File: config.mk
export PLATFORM = sky130hd
export DESIGN_NAME = seq_mult_top
export DESIGN_NICKNAME = d
export VERILOG_FILES = /design/src/seq_mult_pkg.sv /design/src/mult_control.sv /design/src/operand_prep.sv /design/src/sweep_sequential_adder.sv /design/src/sign_restore.sv /design/src/seq_mult_top.sv
export SDC_FILE = /design/constraint.sdc
export NUM_CORES = 1
export LEC_CHECK = 0
export BUFFER_PORTS_ARGS = -buffer_cell sky130_fd_sc_hd__buf_2
export CORE_MARGIN = 5
export CORE_UTILIZATION = 55
export CTS_CLUSTER_SIZE = 28
export DETAILED_ROUTE_END_ITERATION = 6
export GPL_TIMING_DRIVEN = 0
export PLACE_DENSITY_LB_ADDON = 0.15
export SLEW_MARGIN = 30
export SYNTH_ARGS = -nofsm -noshare
export SYNTH_HDL_FRONTEND = slang
export SYNTH_HIERARCHICAL = 1
export SYNTH_SLANG_ARGS = --single-unit
File: constraint.sdc
create_clock -name clk -period 6 [get_ports clk]
set_input_delay 0.3 -clock clk [delete_from_list [all_inputs] [get_ports clk]]
set_output_delay 0.3 -clock clk [all_outputs]
set_load 0.01 [all_outputs]
File: src/seq_mult_pkg.sv
// ======================================================================
// Shared definitions for the signed sequential multiplier
// Widths, request and response words, control FSM states
// ======================================================================
`default_nettype none

package seq_mult_pkg;

	// Operand width and product width
	localparam int DW = 16;
	localparam int DW_2 = 2 * DW;

	// Sweep counter must be able to hold the value DW itself
	localparam int CW = $clog2(DW + 1);

	// Counter value on which the sweep is complete
	localparam logic [CW-1:0] SWEEP_END = CW'(DW);

	// Operand pair presented with the start strobe
	typedef struct packed {
		logic signed [DW-1:0] multiplicand;
		logic signed [DW-1:0] multiplier;
	} mult_req_t;

	// Result word, valid for exactly one cycle
	typedef struct packed {
		logic result_valid;
		logic signed [DW_2-1:0] product;
	} mult_rsp_t;

	// States of the sequencing FSM
	typedef enum logic [1:0] {
		IDLE,
		LOAD,
		SWEEP,
		FINISH
	} ctrl_state_t;

endpackage

`default_nettype wire

File: src/mult_control.sv
// ======================================================================
// Control unit of the sequential multiplier
// Sequences load, sweep and finish, and reports busy
// ======================================================================
`timescale 1ns/1ns
`default_nettype none

module mult_control
(
	input logic clk,
	input logic rst,
	input logic start,
	input logic done,
	output logic load,
	output logic permit,
	output logic capture,
	output logic busy
);

	// ==================================================================
	// State and start register
	// ==================================================================

	seq_mult_pkg::ctrl_state_t state;
	seq_mult_pkg::ctrl_state_t state_next;

	// Start is only taken while idle, so a strobe during an operation is lost
	logic start_q;

	always_ff @(posedge clk, negedge rst)
	begin
		if (!rst)
		begin
			state <= seq_mult_pkg::IDLE;
			start_q <= 1'b0;
		end
		else
		begin
			state <= state_next;
			start_q <= start && (state == seq_mult_pkg::IDLE);
		end
	end

	// ==================================================================
	// Next state
	// ==================================================================

	always_comb
	begin
		state_next = state;
		case (state)
			seq_mult_pkg::IDLE:
			begin
				// A registered start moves the machine on one cycle later
				if (start_q)
				begin
					state_next = seq_mult_pkg::LOAD;
				end
			end
			seq_mult_pkg::LOAD:
			begin
				// The operand registers take their values on this edge
				state_next = seq_mult_pkg::SWEEP;
			end
			seq_mult_pkg::SWEEP:
			begin
				// Stay here until the adder has seen every multiplier bit
				if (done)
				begin
					state_next = seq_mult_pkg::FINISH;
				end
			end
			seq_mult_pkg::FINISH:
			begin
				// Returning to idle drops permit and clears the adder
				state_next = seq_mult_pkg::IDLE;
			end
			default:
			begin
				state_next = seq_mult_pkg::IDLE;
			end
		endcase
	end

	// ==================================================================
	// Outputs decoded from the state
	// ==================================================================

	assign load = (state == seq_mult_pkg::LOAD);

	// Permit stays up through finish so the adder holds its sum for capture
	assign permit = (state == seq_mult_pkg::SWEEP) || (state == seq_mult_pkg::FINISH);

	assign capture = (state == seq_mult_pkg::FINISH);

	// Busy also covers the cycle in which the accepted start is still registered
	assign busy = (state != seq_mult_pkg::IDLE) || start_q;

endmodule

`default_nettype wire

File: src/operand_prep.sv
// ======================================================================
// Operand stage of the sequential multiplier
// Stores operand magnitudes and result sign, shifts the multiplicand
// ======================================================================
`timescale 1ns/1ns
`default_nettype none

module operand_prep
(
	input logic clk,
	input logic rst,
	input seq_mult_pkg::mult_req_t req,
	input logic load,
	input logic permit,
	output logic [seq_mult_pkg::DW-1:0] rgstr1,
	output logic [seq_mult_pkg::DW_2-1:0] rgstr2,
	output logic neg
);

	// ==================================================================
	// Magnitudes of the incoming operands
	// ==================================================================

	logic mcand_sign;
	logic mplier_sign;
	logic [seq_mult_pkg::DW-1:0] mcand_mag;
	logic [seq_mult_pkg::DW-1:0] mplier_mag;

	assign mcand_sign = req.multiplicand[seq_mult_pkg::DW-1];
	assign mplier_sign = req.multiplier[seq_mult_pkg::DW-1];

	// Two's complement of a negative operand taken as an unsigned value
	// The most negative operand maps onto the top bit alone, which still fits
	assign mcand_mag = mcand_sign ? (~req.multiplicand + 1'b1) : req.multiplicand;
	assign mplier_mag = mplier_sign ? (~req.multiplier + 1'b1) : req.multiplier;

	// ==================================================================
	// Result sign
	// ==================================================================

	// The result is negative when exactly one operand is negative
	always_ff @(posedge clk, negedge rst)
	begin
		if (!rst)
		begin
			neg <= 1'b0;
		end
		else if (load)
		begin
			neg <= mcand_sign ^ mplier_sign;
		end
	end

	// ==================================================================
	// Operand registers
	// ==================================================================

	always_ff @(posedge clk)
	begin
		if (load)
		begin
			// Multiplier magnitude is swept bit by bit by the adder
			rgstr1 <= mplier_mag;
			// Multiplicand is widened to the product width before shifting
			rgstr2 <= {{seq_mult_pkg::DW{1'b0}}, mcand_mag};
		end
		else if (permit)
		begin
			// One place per cycle keeps rgstr2 aligned with the bit the adder selects
			rgstr2 <= {rgstr2[seq_mult_pkg::DW_2-2:0], 1'b0};
		end
	end

endmodule

`default_nettype wire

File: src/sweep_sequential_adder.sv
// ======================================================================
// Shift-and-add accumulator of the sequential multiplier
// Sweeps the multiplier bits and sums the shifted multiplicand
// ======================================================================
`timescale 1ns/1ns
`default_nettype none

module sweep_sequential_adder
(
	input logic clk,
	input logic rst,
	input logic permit,
	input logic [seq_mult_pkg::DW-1:0] rgstr1,
	input logic [seq_mult_pkg::DW_2-1:0] rgstr2,
	output logic done,
	output logic [seq_mult_pkg::DW_2-1:0] product
);

	// Counter selects the multiplier bit that is examined in this cycle
	logic [seq_mult_pkg::CW-1:0] count;

	// Lower counter bits are enough to index the multiplier
	logic sel_bit;

	assign sel_bit = rgstr1[count[seq_mult_pkg::CW-2:0]];

	always_ff @(posedge clk, negedge rst)
	begin
		if (!rst)
		begin
			count <= '0;
			product <= '0;
			done <= 1'b0;
		end
		else if (permit)
		begin
			if (count == seq_mult_pkg::SWEEP_END)
			begin
				// All bits seen, the sum is held here until permit drops
				done <= 1'b1;
			end
			else
			begin
				// rgstr2 already carries the weight of the selected bit
				if (sel_bit)
				begin
					product <= product + rgstr2;
				end
				count <= count + 1'b1;
			end
		end
		else
		begin
			// Without permit the accumulator is ready for the next operation
			count <= '0;
			product <= '0;
			done <= 1'b0;
		end
	end

endmodule

`default_nettype wire

File: src/sign_restore.sv
// ======================================================================
// Result stage of the sequential multiplier
// Applies the result sign and holds the signed product
// ======================================================================
`timescale 1ns/1ns
`default_nettype none

module sign_restore
(
	input logic clk,
	input logic rst,
	input logic capture,
	input logic neg,
	input logic [seq_mult_pkg::DW_2-1:0] product,
	output seq_mult_pkg::mult_rsp_t rsp
);

	// Magnitude with the result sign applied
	logic [seq_mult_pkg::DW_2-1:0] signed_product;

	// Negating zero gives zero again, so a zero product never turns negative
	assign signed_product = neg ? (~product + 1'b1) : product;

	// ==================================================================
	// Response register
	// ==================================================================

	always_ff @(posedge clk, negedge rst)
	begin
		if (!rst)
		begin
			rsp.result_valid <= 1'b0;
			rsp.product <= '0;
		end
		else
		begin
			// Capture lasts one cycle, and so does the valid pulse behind it
			rsp.result_valid <= capture;

			// Product stays readable until the next capture
			if (capture)
			begin
				rsp.product <= signed_product;
			end
		end
	end

endmodule

`default_nettype wire

File: src/seq_mult_top.sv
// ======================================================================
// Signed 16 by 16 sequential multiplier
// Control unit, operand stage, sweep adder and result stage
// ======================================================================
`timescale 1ns/1ns
`default_nettype none

module seq_mult_top
(
	input logic clk,
	input logic rst,
	input logic start,
	input seq_mult_pkg::mult_req_t req,
	output logic busy,
	output seq_mult_pkg::mult_rsp_t rsp
);

	// Control strobes and levels
	logic load;
	logic permit;
	logic capture;
	logic done;

	// Datapath between the stages
	logic [seq_mult_pkg::DW-1:0] rgstr1;
	logic [seq_mult_pkg::DW_2-1:0] rgstr2;
	logic [seq_mult_pkg::DW_2-1:0] product;
	logic neg;

	mult_control i_mult_control (
		.clk (clk),
		.rst (rst),
		.start (start),
		.done (done),
		.load (load),
		.permit (permit),
		.capture (capture),
		.busy (busy)
	);

	operand_prep i_operand_prep (
		.clk (clk),
		.rst (rst),
		.req (req),
		.load (load),
		.permit (permit),
		.rgstr1 (rgstr1),
		.rgstr2 (rgstr2),
		.neg (neg)
	);

	sweep_sequential_adder i_sweep_sequential_adder (
		.clk (clk),
		.rst (rst),
		.permit (permit),
		.rgstr1 (rgstr1),
		.rgstr2 (rgstr2),
		.done (done),
		.product (product)
	);

	sign_restore i_sign_restore (
		.clk (clk),
		.rst (rst),
		.capture (capture),
		.neg (neg),
		.product (product),
		.rsp (rsp)
	);

endmodule

`default_nettype wire

# [Yosys cells after proc, flatten, opt, wreduce, memory -nomap -nowiden]
# Index checks and enable logic that the tools add are counted.
[totals] ff_bits=123 wordCells=56 input_bits=35 out_inout_bits=34
[op_classes] reduce_logical=8 addsub=5 n_eq_ne=9 n_lt_le_gt_ge=1 muxes=17 bitwise_logic=4
[ops] op="$mux 32" count=4
[ops] op="$mux 16" count=3
[ops] op="$add 16x1->16 const B" count=2
[ops] op="$add 32x1->32 const B" count=1
[ops] op="$add 32x32->32" count=1
[ops] op="$not 16->16" count=2
[ops] op="$not 32->32" count=1
[ops] op="$mux 15" count=1
[ops] op="$mux 5" count=2
[ops] op="$ne 2x1->1 const B" count=4
[ops] op="$pmux 2 s4" count=1
[ops] op="$add 5x1->5 const B" count=1
[ops] op="$eq 5x5->1 const B" count=1
[ops] op="$lt 4x5->1 const B" count=1
[ops] op="$bmux 1 s4" count=1
[ops] op="$eq 2x2->1 const B" count=2
[ops] op="$mux 2" count=2
[ops] op="$reduce_and 2->1" count=2
[ops] op="$reduce_bool 2->1" count=2
[ops] op="$mux 1" count=3
[ops] op="$eq 2x1->1 const B" count=1
[ops] op="$logic_not 2->1" count=1
[ops] op="$logic_or 1x1->1" count=2
[ops] op="$ne 2x2->1 const B" count=1
[ops] op="other kinds (2)" count=2

# [Depth between registers and ports, before layout]
# Gate-level depths: netlist of the first run.
[logic_depth] depth_word=5 depth_mapped=12 ltp_nobuf=12

# [Modules after synthesis]
# Netlist of the first run, hierarchy kept.
[by_module_without_submodules] module="sweep_sequential_adder" seq_area_each_um2=950.9 instances=1 area_per_inst_um2=3558.4 cells_per_inst=407
[by_module_without_submodules] module="operand_prep" seq_area_each_um2=1306.3 instances=1 area_per_inst_um2=2404.8 cells_per_inst=224
[by_module_without_submodules] module="sign_restore" seq_area_each_um2=825.8 instances=1 area_per_inst_um2=1874.3 cells_per_inst=209
[by_module_without_submodules] module="mult_control" seq_area_each_um2=75.1 instances=1 area_per_inst_um2=215.2 cells_per_inst=18

# [Least setup slack after synthesis of the first run]
# OpenSTA, ideal clock, no wires.
[synth_path] kind="reg2reg" startpoint="register i_sweep_sequential_adder/product[0] in the netlist's numbering" endpoint="register i_sweep_sequential_adder/product[30] in the netlist's numbering" stages_incl_launch_ff=13 period_less_slack_ns=2.633 required_ns=5.867 path_buffers=0 slack_ns=3.367 arrival_time_ns=2.500 setup_ns=0.133 path_cell_list="dfrtp_1 > ha_1 > inv_1 > fa_1 > nor2b_1 > o2111a_1 > o21ai_0 > a21o_1 > and2_4 > o31ai_1 > a41oi_1 > mux2i_1 > o211ai_1"
[synth_between] elab_chain_len=4
[synth_lines] item="start: declaration" line_no="sweep_sequential_adder.sv:16" source="output logic [seq_mult_pkg::DW_2-1:0] product"
[synth_lines] item="start signal: assignment" line_no="sweep_sequential_adder.sv:47" source="product <= product + rgstr2;"
[synth_lines] item="$add 32x32->32" line_no="sweep_sequential_adder.sv:47"
[synth_lines] item="$mux 32" line_no="sweep_sequential_adder.sv:45" source="if (sel_bit)"
[synth_lines] item="$mux 32" line_no="sweep_sequential_adder.sv:37" source="if (count == seq_mult_pkg::SWEEP_END)"
[synth_lines] item="$mux 32" line_no="sweep_sequential_adder.sv:35" source="else if (permit)"
# No other way between the ends. The select of a mux whose other input is x is not followed.
# A chain may end at the register's enable or synchronous reset.

# [Worst setup path after layout of the first run]
# Same ends and word-level chain as after synthesis.

==> results.py, run 1 <==
metrics = {
    "status": {
        "run_status": "finished, final reports clean",
    },
    "clock_tree": {
        "cts_max_level": 4,
        "cts_setup_buffers": 0,
        "ctsResizeCount": 0,
        "root_buffer": "clkbuf_16",
        "cts_max_path_buffers": 2,
        "cts_buffers": 17,
        "postCtsHoldBufs": 1,
        "cts_tree": "done",
        "clk_latency_ps": 420,
        "clkTransAtPathRegs_ps": 50,
        "clock_sinks": 123,
    },
    "critical_path": {
        "critical_path_class": "register to register",
        "reg2reg_to": "i_sweep_sequential_adder/product[30]",
        "start_kind": "register",
        "critPathMaxFanout": 6,
        "critPathCaptureType": "register",
        "cp_data_arrival_time_ps": 3480,
        "crit_path_end": "i_sweep_sequential_adder/product[30]",
        "timing.critical_path.from": "i_sweep_sequential_adder/product[0]",
        "crit_required_ps": 6290,
        "r2r_slack_ps": 2810,
        "r2r-start": "i_sweep_sequential_adder/product[0]",
        "r2r_cells": 12,
    },
    "job": {
        "maxCapViolCount": 0,
    },
    "synthesis": {
        "synth.distinct_cells": 81,
        "synth_xor_area_frac": 0.0837,
        "synth_nets": 935,
        "synth_edf_count": 32,
        "async_reset_ff_frac": 0.610,
        "ys_seq_area_frac": 0.392,
        "synth-seq-cells": 123,
        "ys.flop_type": "dfrtp_1",
        "synth-compound-area-share": 0.186,
        "synth_area_sq_mm": 0.00805,
        "synth.avg_cell_area_sq_um": 9.39,
        "synth_warnings": 6,
        "synth-simple-area-share": 0.185,
        "synth_top_family_by_area": "compound AO/OA/AOI/OAI gates",
        "synthAdderAreaFrac": 0.0662,
        "synthCells": 858,
        "synthMuxAreaShare": 0.0497,
    },
    "route": {
        "drc": 0,
        "via_per_inst": 5.78,
        "drt-initial-drc-count": 432,
        "vias": 6605,
        "avgRoutedWirePerCell_um": 16.1,
        "drt-total-wl_um": 18400,
        "drtAntennaViolNets": 0,
        "dr.pass1.iters": 5,
    },
    "floorplan": {
        "fp.coreArea_sq_mm": 0.0144,
        "ioPinCount": 69,
        "row_count": 44,
        "initial_core_util": 0.558,
        "dieArea_sq_mm": 0.0172,
        "die-height_um": 131,
        "die_w_um": 131,
    },
    "layout": {
        "nets": 1022,
        "diodes": 0,
        "layout_common_cells": "80 x nor2_1, 75 x dfrtp_1, 74 x nand2_1",
        "final_cell_area_sq_mm": 0.00925,
        "area_delta_synth_final_pct": 14.9,
        "drive_gt1_frac": 0.158,
        "mostFrequentLayoutCell": "nor2_1",
    },
    "global_route": {
        "track_usage": 0.226,
        "grtUsageMet2": 0.358,
        "grt_pass1_vias": 6307,
        "grt_max_degree": 40,
        "grt_pass1_wl_um": 30700,
        "busiest_layer": "met2",
        "gr-usage-met1": 0.311,
        "antenna_found_initial": 0,
        "use_met3": 0.0463,
        "grt.overflow.total": 0,
    },
    "place": {
        "gp_congestion": 0.946,
        "pre_cts_slack_ps": 2860,
        "placedInstanceArea_sq_mm": 0.00864,
        "dpl.hpwl_um": 14000,
        "portBuffers": 66,
    },
    "timing": {
        "tightest_slew_ps": 885,
        "final-max-slew-violation-count": 0,
        "final.setup_skew_ps": 9.21,
        "rsz0062_at_grt": "false",
        "fin_ws_ps": 2810,
        "hold_viol": 0,
        "max_freq_ghz": 0.314,
        "finalSetupTns_ps": 0,
        "period_share": 0.531,
        "min_period_ps": 3190,
        "relSlewSlack": 0.410,
        "finalSetupViolCount": 0,
    },
    "pwr": {
        "p_leak_nw": 4.10,
        "cellPowerDensity_mw_per_mm2": 541,
        "peakVddDrop_mv": 0.251,
    },
    "min_path": {
        "holdCritPathClass": "input port to register",
    },
}
==> flip-flops by register name (all words and copies together), names as in the netlist <==
register,flops
i_sweep_sequential_adder/count,5
i_sweep_sequential_adder/product,32
i_operand_prep/rgstr2,32
i_operand_prep/rgstr1,16
i_mult_control/start_q,1
i_operand_prep/neg,1
i_sign_restore/rsp,33
i_mult_control/state,2
i_sweep_sequential_adder/done,1
==> synth_stat cells (7+ instances only) <==
library cell	count	area, sq um
nor4_1	7	43.8
clkbuf_1	26	97.6
dfxtp_1	16	320
nand2_1	74	278
and2_1	28	175
a21oi_1	69	345
nand2b_1	7	43.8
nor3_1	10	50.1
xor2_1	42	368
nand3_1	15	75.1
edfxtp_1	32	961
inv_1	24	90.1
nor2_1	80	300
xnor2_1	35	307
o41ai_1	13	114
nor2b_1	13	81.3
o21ai_0	48	240
mux2i_1	25	250
ha_1	41	513
dfrtp_1	75	1880
a31oi_1	8	50.1
o31ai_1	18	135
a21o_1	18	135
==> critical path, stage by stage (launching register included) <==
cell      delay (ps)
dfrtp_1          440
ha_1             240
inv_1             70
fa_1             390
nor2b_1          170
o2111a_1         200
o21ai_0          160
a21o_1           240
and2_4           170
o31ai_1          450
a41oi_1          230
mux2i_1          210
o211ai_1         100
==> worst min-delay path by stage <==
stage,from,end,slack (ps),depth (start not counted)
2_1_floorplan,rst,i_mult_control/start_q,4,0
3_3_place_gp,i_sweep_sequential_adder/done,i_sweep_sequential_adder/done,470,1
3_5_place_dp,rst,i_sign_restore/rsp[24],310,1
4_1_cts,start,i_mult_control/start_q,90,2
5_1_grt,start,i_mult_control/start_q,100,2
6_report,start,i_mult_control/start_q,110,2
==> where the power goes <==
group	switching (mW)	internal, mW	total [mW]
sequential	0.233	1.21	1.44
clock	0.374	0.653	1.03
combinational	1.52	1.01	2.53
total	2.12	2.88	5.00
==> metal layers <==
layer,vias to the layer above,share of wire
met5,-,0
met4,0,0.019
met3,32,0.066
met2,204,0.46
met1,3083,0.46
li1,3286,-
==> kinds of logic (layout without fill, tap and decap cells) <==
| family | count (synthesis) | in the layout |
|---|---|---|
| flip-flops | 123 | 123 |
| AND/OR/NAND/NOR | 288 | 288 |
| buffers and inverters | 67 | 167 |
| AO/OA/AOI/OAI | 228 | 228 |
| adder cells (fa/ha/maj) | 42 | 42 |
| XOR/XNOR | 77 | 77 |
| multiplexers | 33 | 33 |
==> layout make-up <==
cell class                 instances  area (sq um)
buffer                            43           214
sequential                       123          3160
clock inverter                    14           170
clock buffer                      18           429
inverter                          24          90.1
timing repair buffer              68           363
tap                              184           230
multi-input combinational        668          4600
fill                            1231          5170
==> per-stage QoR <==
step	total power [mW]	hold WS, ps	cells	utilization
2_1_floorplan	3.29	4.41	858	-
3_3_place_gp	3.93	475	1108	0.597
3_5_place_dp	3.96	306	1109	0.599
4_1_cts	5.01	91.2	1142	0.641
5_1_grt	5.42	97.1	1142	0.641
6_report	5.00	107	1142	0.641
(Power assumes the default switching activity.)
==> inputs of run 2 (changes only) <==
==> constraint.sdc (replaced) <==
create_clock -name clk -period 3.2 [get_ports clk]
set_input_delay 0.16 -clock clk [delete_from_list [all_inputs] [get_ports clk]]
set_output_delay 0.16 -clock clk [all_outputs]
set_load 0.01 [all_outputs]
==> results.py, run 2 (synthesis results as in run 1) <==
metrics = {
    "status": {
        "run_status": "finished, final reports clean",
    },
    "floorplan": {
        "ioPinCount": 69,
        "initial_core_util": 0.558,
        "die-height_um": 131,
        "fp.coreArea_sq_mm": 0.0144,
        "dieArea_sq_mm": 0.0172,
        "die_w_um": 131,
        "row_count": 44,
    },
    "job": {
        "maxCapViolCount": 0,
    },
    "timing": {
        "hold_viol": 0,
        "final.setup_skew_ps": 8.73,
        "finalSetupViolCount": 0,
        "tightest_slew_ps": 885,
        "rsz0062_at_grt": "false",
        "period_share": 0.933,
        "min_period_ps": 2980,
        "finalSetupTns_ps": 0,
        "final-max-slew-violation-count": 0,
        "max_freq_ghz": 0.335,
        "relSlewSlack": 0.410,
    },
    "critical_path": {
        "cp_slowest_cell": "dfrtp_2",
        "critical_path_class": "register to register",
        "crit_required_ps": 3490,
        "critical_path.max_stage_delay_ps": 410,
        "cp_data_arrival_time_ps": 3270,
        "start_kind": "register",
        "critPathCaptureType": "register",
        "critPathMaxFanout": 6,
        "crit_chain": "ha_1 -> inv_1 -> fa_1 -> nor2b_1 -> o2111a_1 -> o21ai_0 -> a21o_1 -> and2_4 -> o31ai_2 -> a41oi_1 -> mux2i_1 -> o211ai_1",
    },
    "global_route": {
        "antenna_found_initial": 0,
        "grt_pass1_wl_um": 30800,
        "grt.overflow.total": 0,
        "grt_pass1_vias": 6313,
        "track_usage": 0.227,
        "grt_max_degree": 40,
    },
    "layout": {
        "top_regs": "i_sign_restore/rsp x33, i_operand_prep/rgstr2 x32, i_sweep_sequential_adder/product x32",
        "largest_register": "i_sign_restore/rsp",
        "fill_cells": 1232,
        "mostFrequentLayoutCell": "nor2_1",
        "area_delta_synth_final_pct": 15.2,
        "diodes": 0,
        "nets": 1024,
        "layout_common_cells": "80 x nor2_1, 74 x dfrtp_1, 74 x nand2_1",
        "largest_reg_flops": 33,
        "final_cell_area_sq_mm": 0.00928,
        "drive_gt1_frac": 0.159,
    },
    "place": {
        "portBuffers": 66,
        "gp_congestion": 0.946,
        "dpl.hpwl_um": 14000,
        "placedInstanceArea_sq_mm": 0.00864,
    },
    "clock_tree": {
        "clkTransAtPathRegs_ps": 50,
        "cts_buffers": 17,
        "clock_sinks": 123,
        "clk_latency_ps": 420,
        "cts_setup_buffers": 0,
        "cts_max_level": 4,
        "root_buffer": "clkbuf_16",
        "cts_tree": "done",
        "cts_max_path_buffers": 2,
    },
    "pwr": {
        "p_leak_nw": 4.11,
        "p_comb_frac": 0.506,
        "pwr-share-seq": 0.289,
        "cellPowerDensity_mw_per_mm2": 1010,
        "power.internal_mw": 5.40,
        "pwr-share-clk": 0.205,
        "switching_share": 0.424,
        "p_sw_mw": 3.98,
        "peakVddDrop_mv": 0.469,
        "finalPower_mw": 9.38,
    },
    "route": {
        "drt-total-wl_um": 18400,
        "drt-initial-drc-count": 430,
        "avgRoutedWirePerCell_um": 16.1,
        "vias": 6598,
        "via_per_inst": 5.77,
        "drc": 0,
        "dr.pass1.iters": 5,
        "drtAntennaViolNets": 0,
    },
    "min_path": {
        "holdCritPathClass": "input port to register",
    },
}
## run 2: cell types whose count changed in the layout (fill, tap and decap cells not counted), sizes merged
cell | previous run | this run
dlygate4sd3 | 1 | 3
## run 2: layer usage
metal  GRT usage  vias to the layer above  part of all wire
li1            -                     3289                 -
met4      0.0774                        0             0.018
met2       0.359                      201              0.46
met3      0.0463                       30             0.063
met1       0.311                     3078              0.46
met5           0                        -                 0
## run 2: power by group through the flow
stage	Clock [mW]	Sequential, mW	Combinational, mW
floorplan	0	2.69	3.47
global placement	0	2.71	4.65
detailed placement	0	2.72	4.69
CTS	1.96	2.70	4.74
global route	2.03	2.79	5.35
finish	1.93	2.71	4.74
## run 2: critical path, delay by kind of cell, from the launching register on
kind	cells	cell delay, ps
adders and majority gates	2	600
muxes	1	210
buffers and inverters	1	70
and+or+nand+nor	2	350
AOI/OAI and AO/OA	6	1230
DFF	1	410
## run 2: final cells by class
type / count / area, sq um / share of cell area
Sequential cell: 123 / 3160 / 0.341
Inverter: 24 / 90.1 / 0.00971
Clock buffer: 18 / 429 / 0.0463
Multi-Input combinational cell: 668 / 4600 / 0.496
Timing Repair Buffer: 70 / 383 / 0.0413
Buffer: 43 / 214 / 0.0231
Tap cell: 184 / 230 / 0.0248
Clock inverter: 14 / 170 / 0.0183
## run 2: repair_timing
action | CTS | global route
gates resized for setup | 0 | 2
hold endpoints to repair | 38 | 0
hold buffers | 3 | 0
setup endpoints to repair | 0 | 2
## run 2: stage by stage
stage	hold slack [ps]	instances	setup slack (ps)	utilization
after detailed placement	166	1109	62.1	0.599
after global routing	34.8	1144	54.2	0.643
after CTS	29.3	1144	51.7	0.642
after global placement	386	1108	107	0.597
after floorplan	-136	858	567	-
final	50.5	1144	216	0.643
## run 2: worst paths after layout
kind / startpoint / to / slack [ps] / depth (start not counted)
worst max-delay path: i_sweep_sequential_adder/product[0] / i_sweep_sequential_adder/product[30] / 220 / 12
min in group asynchronous: rst / i_sign_restore/rsp[24] / 270 / 2
worst min register to register: i_sign_restore/rsp[0] / i_sign_restore/rsp[0] / 500 / 1
max in group asynchronous: rst / i_sweep_sequential_adder/product[0] / 2340 / 3
worst min-delay path: req[14] / i_operand_prep/rgstr1[14] / 50 / 2
worst max register to register: i_sweep_sequential_adder/product[0] / i_sweep_sequential_adder/product[30] / 220 / 12
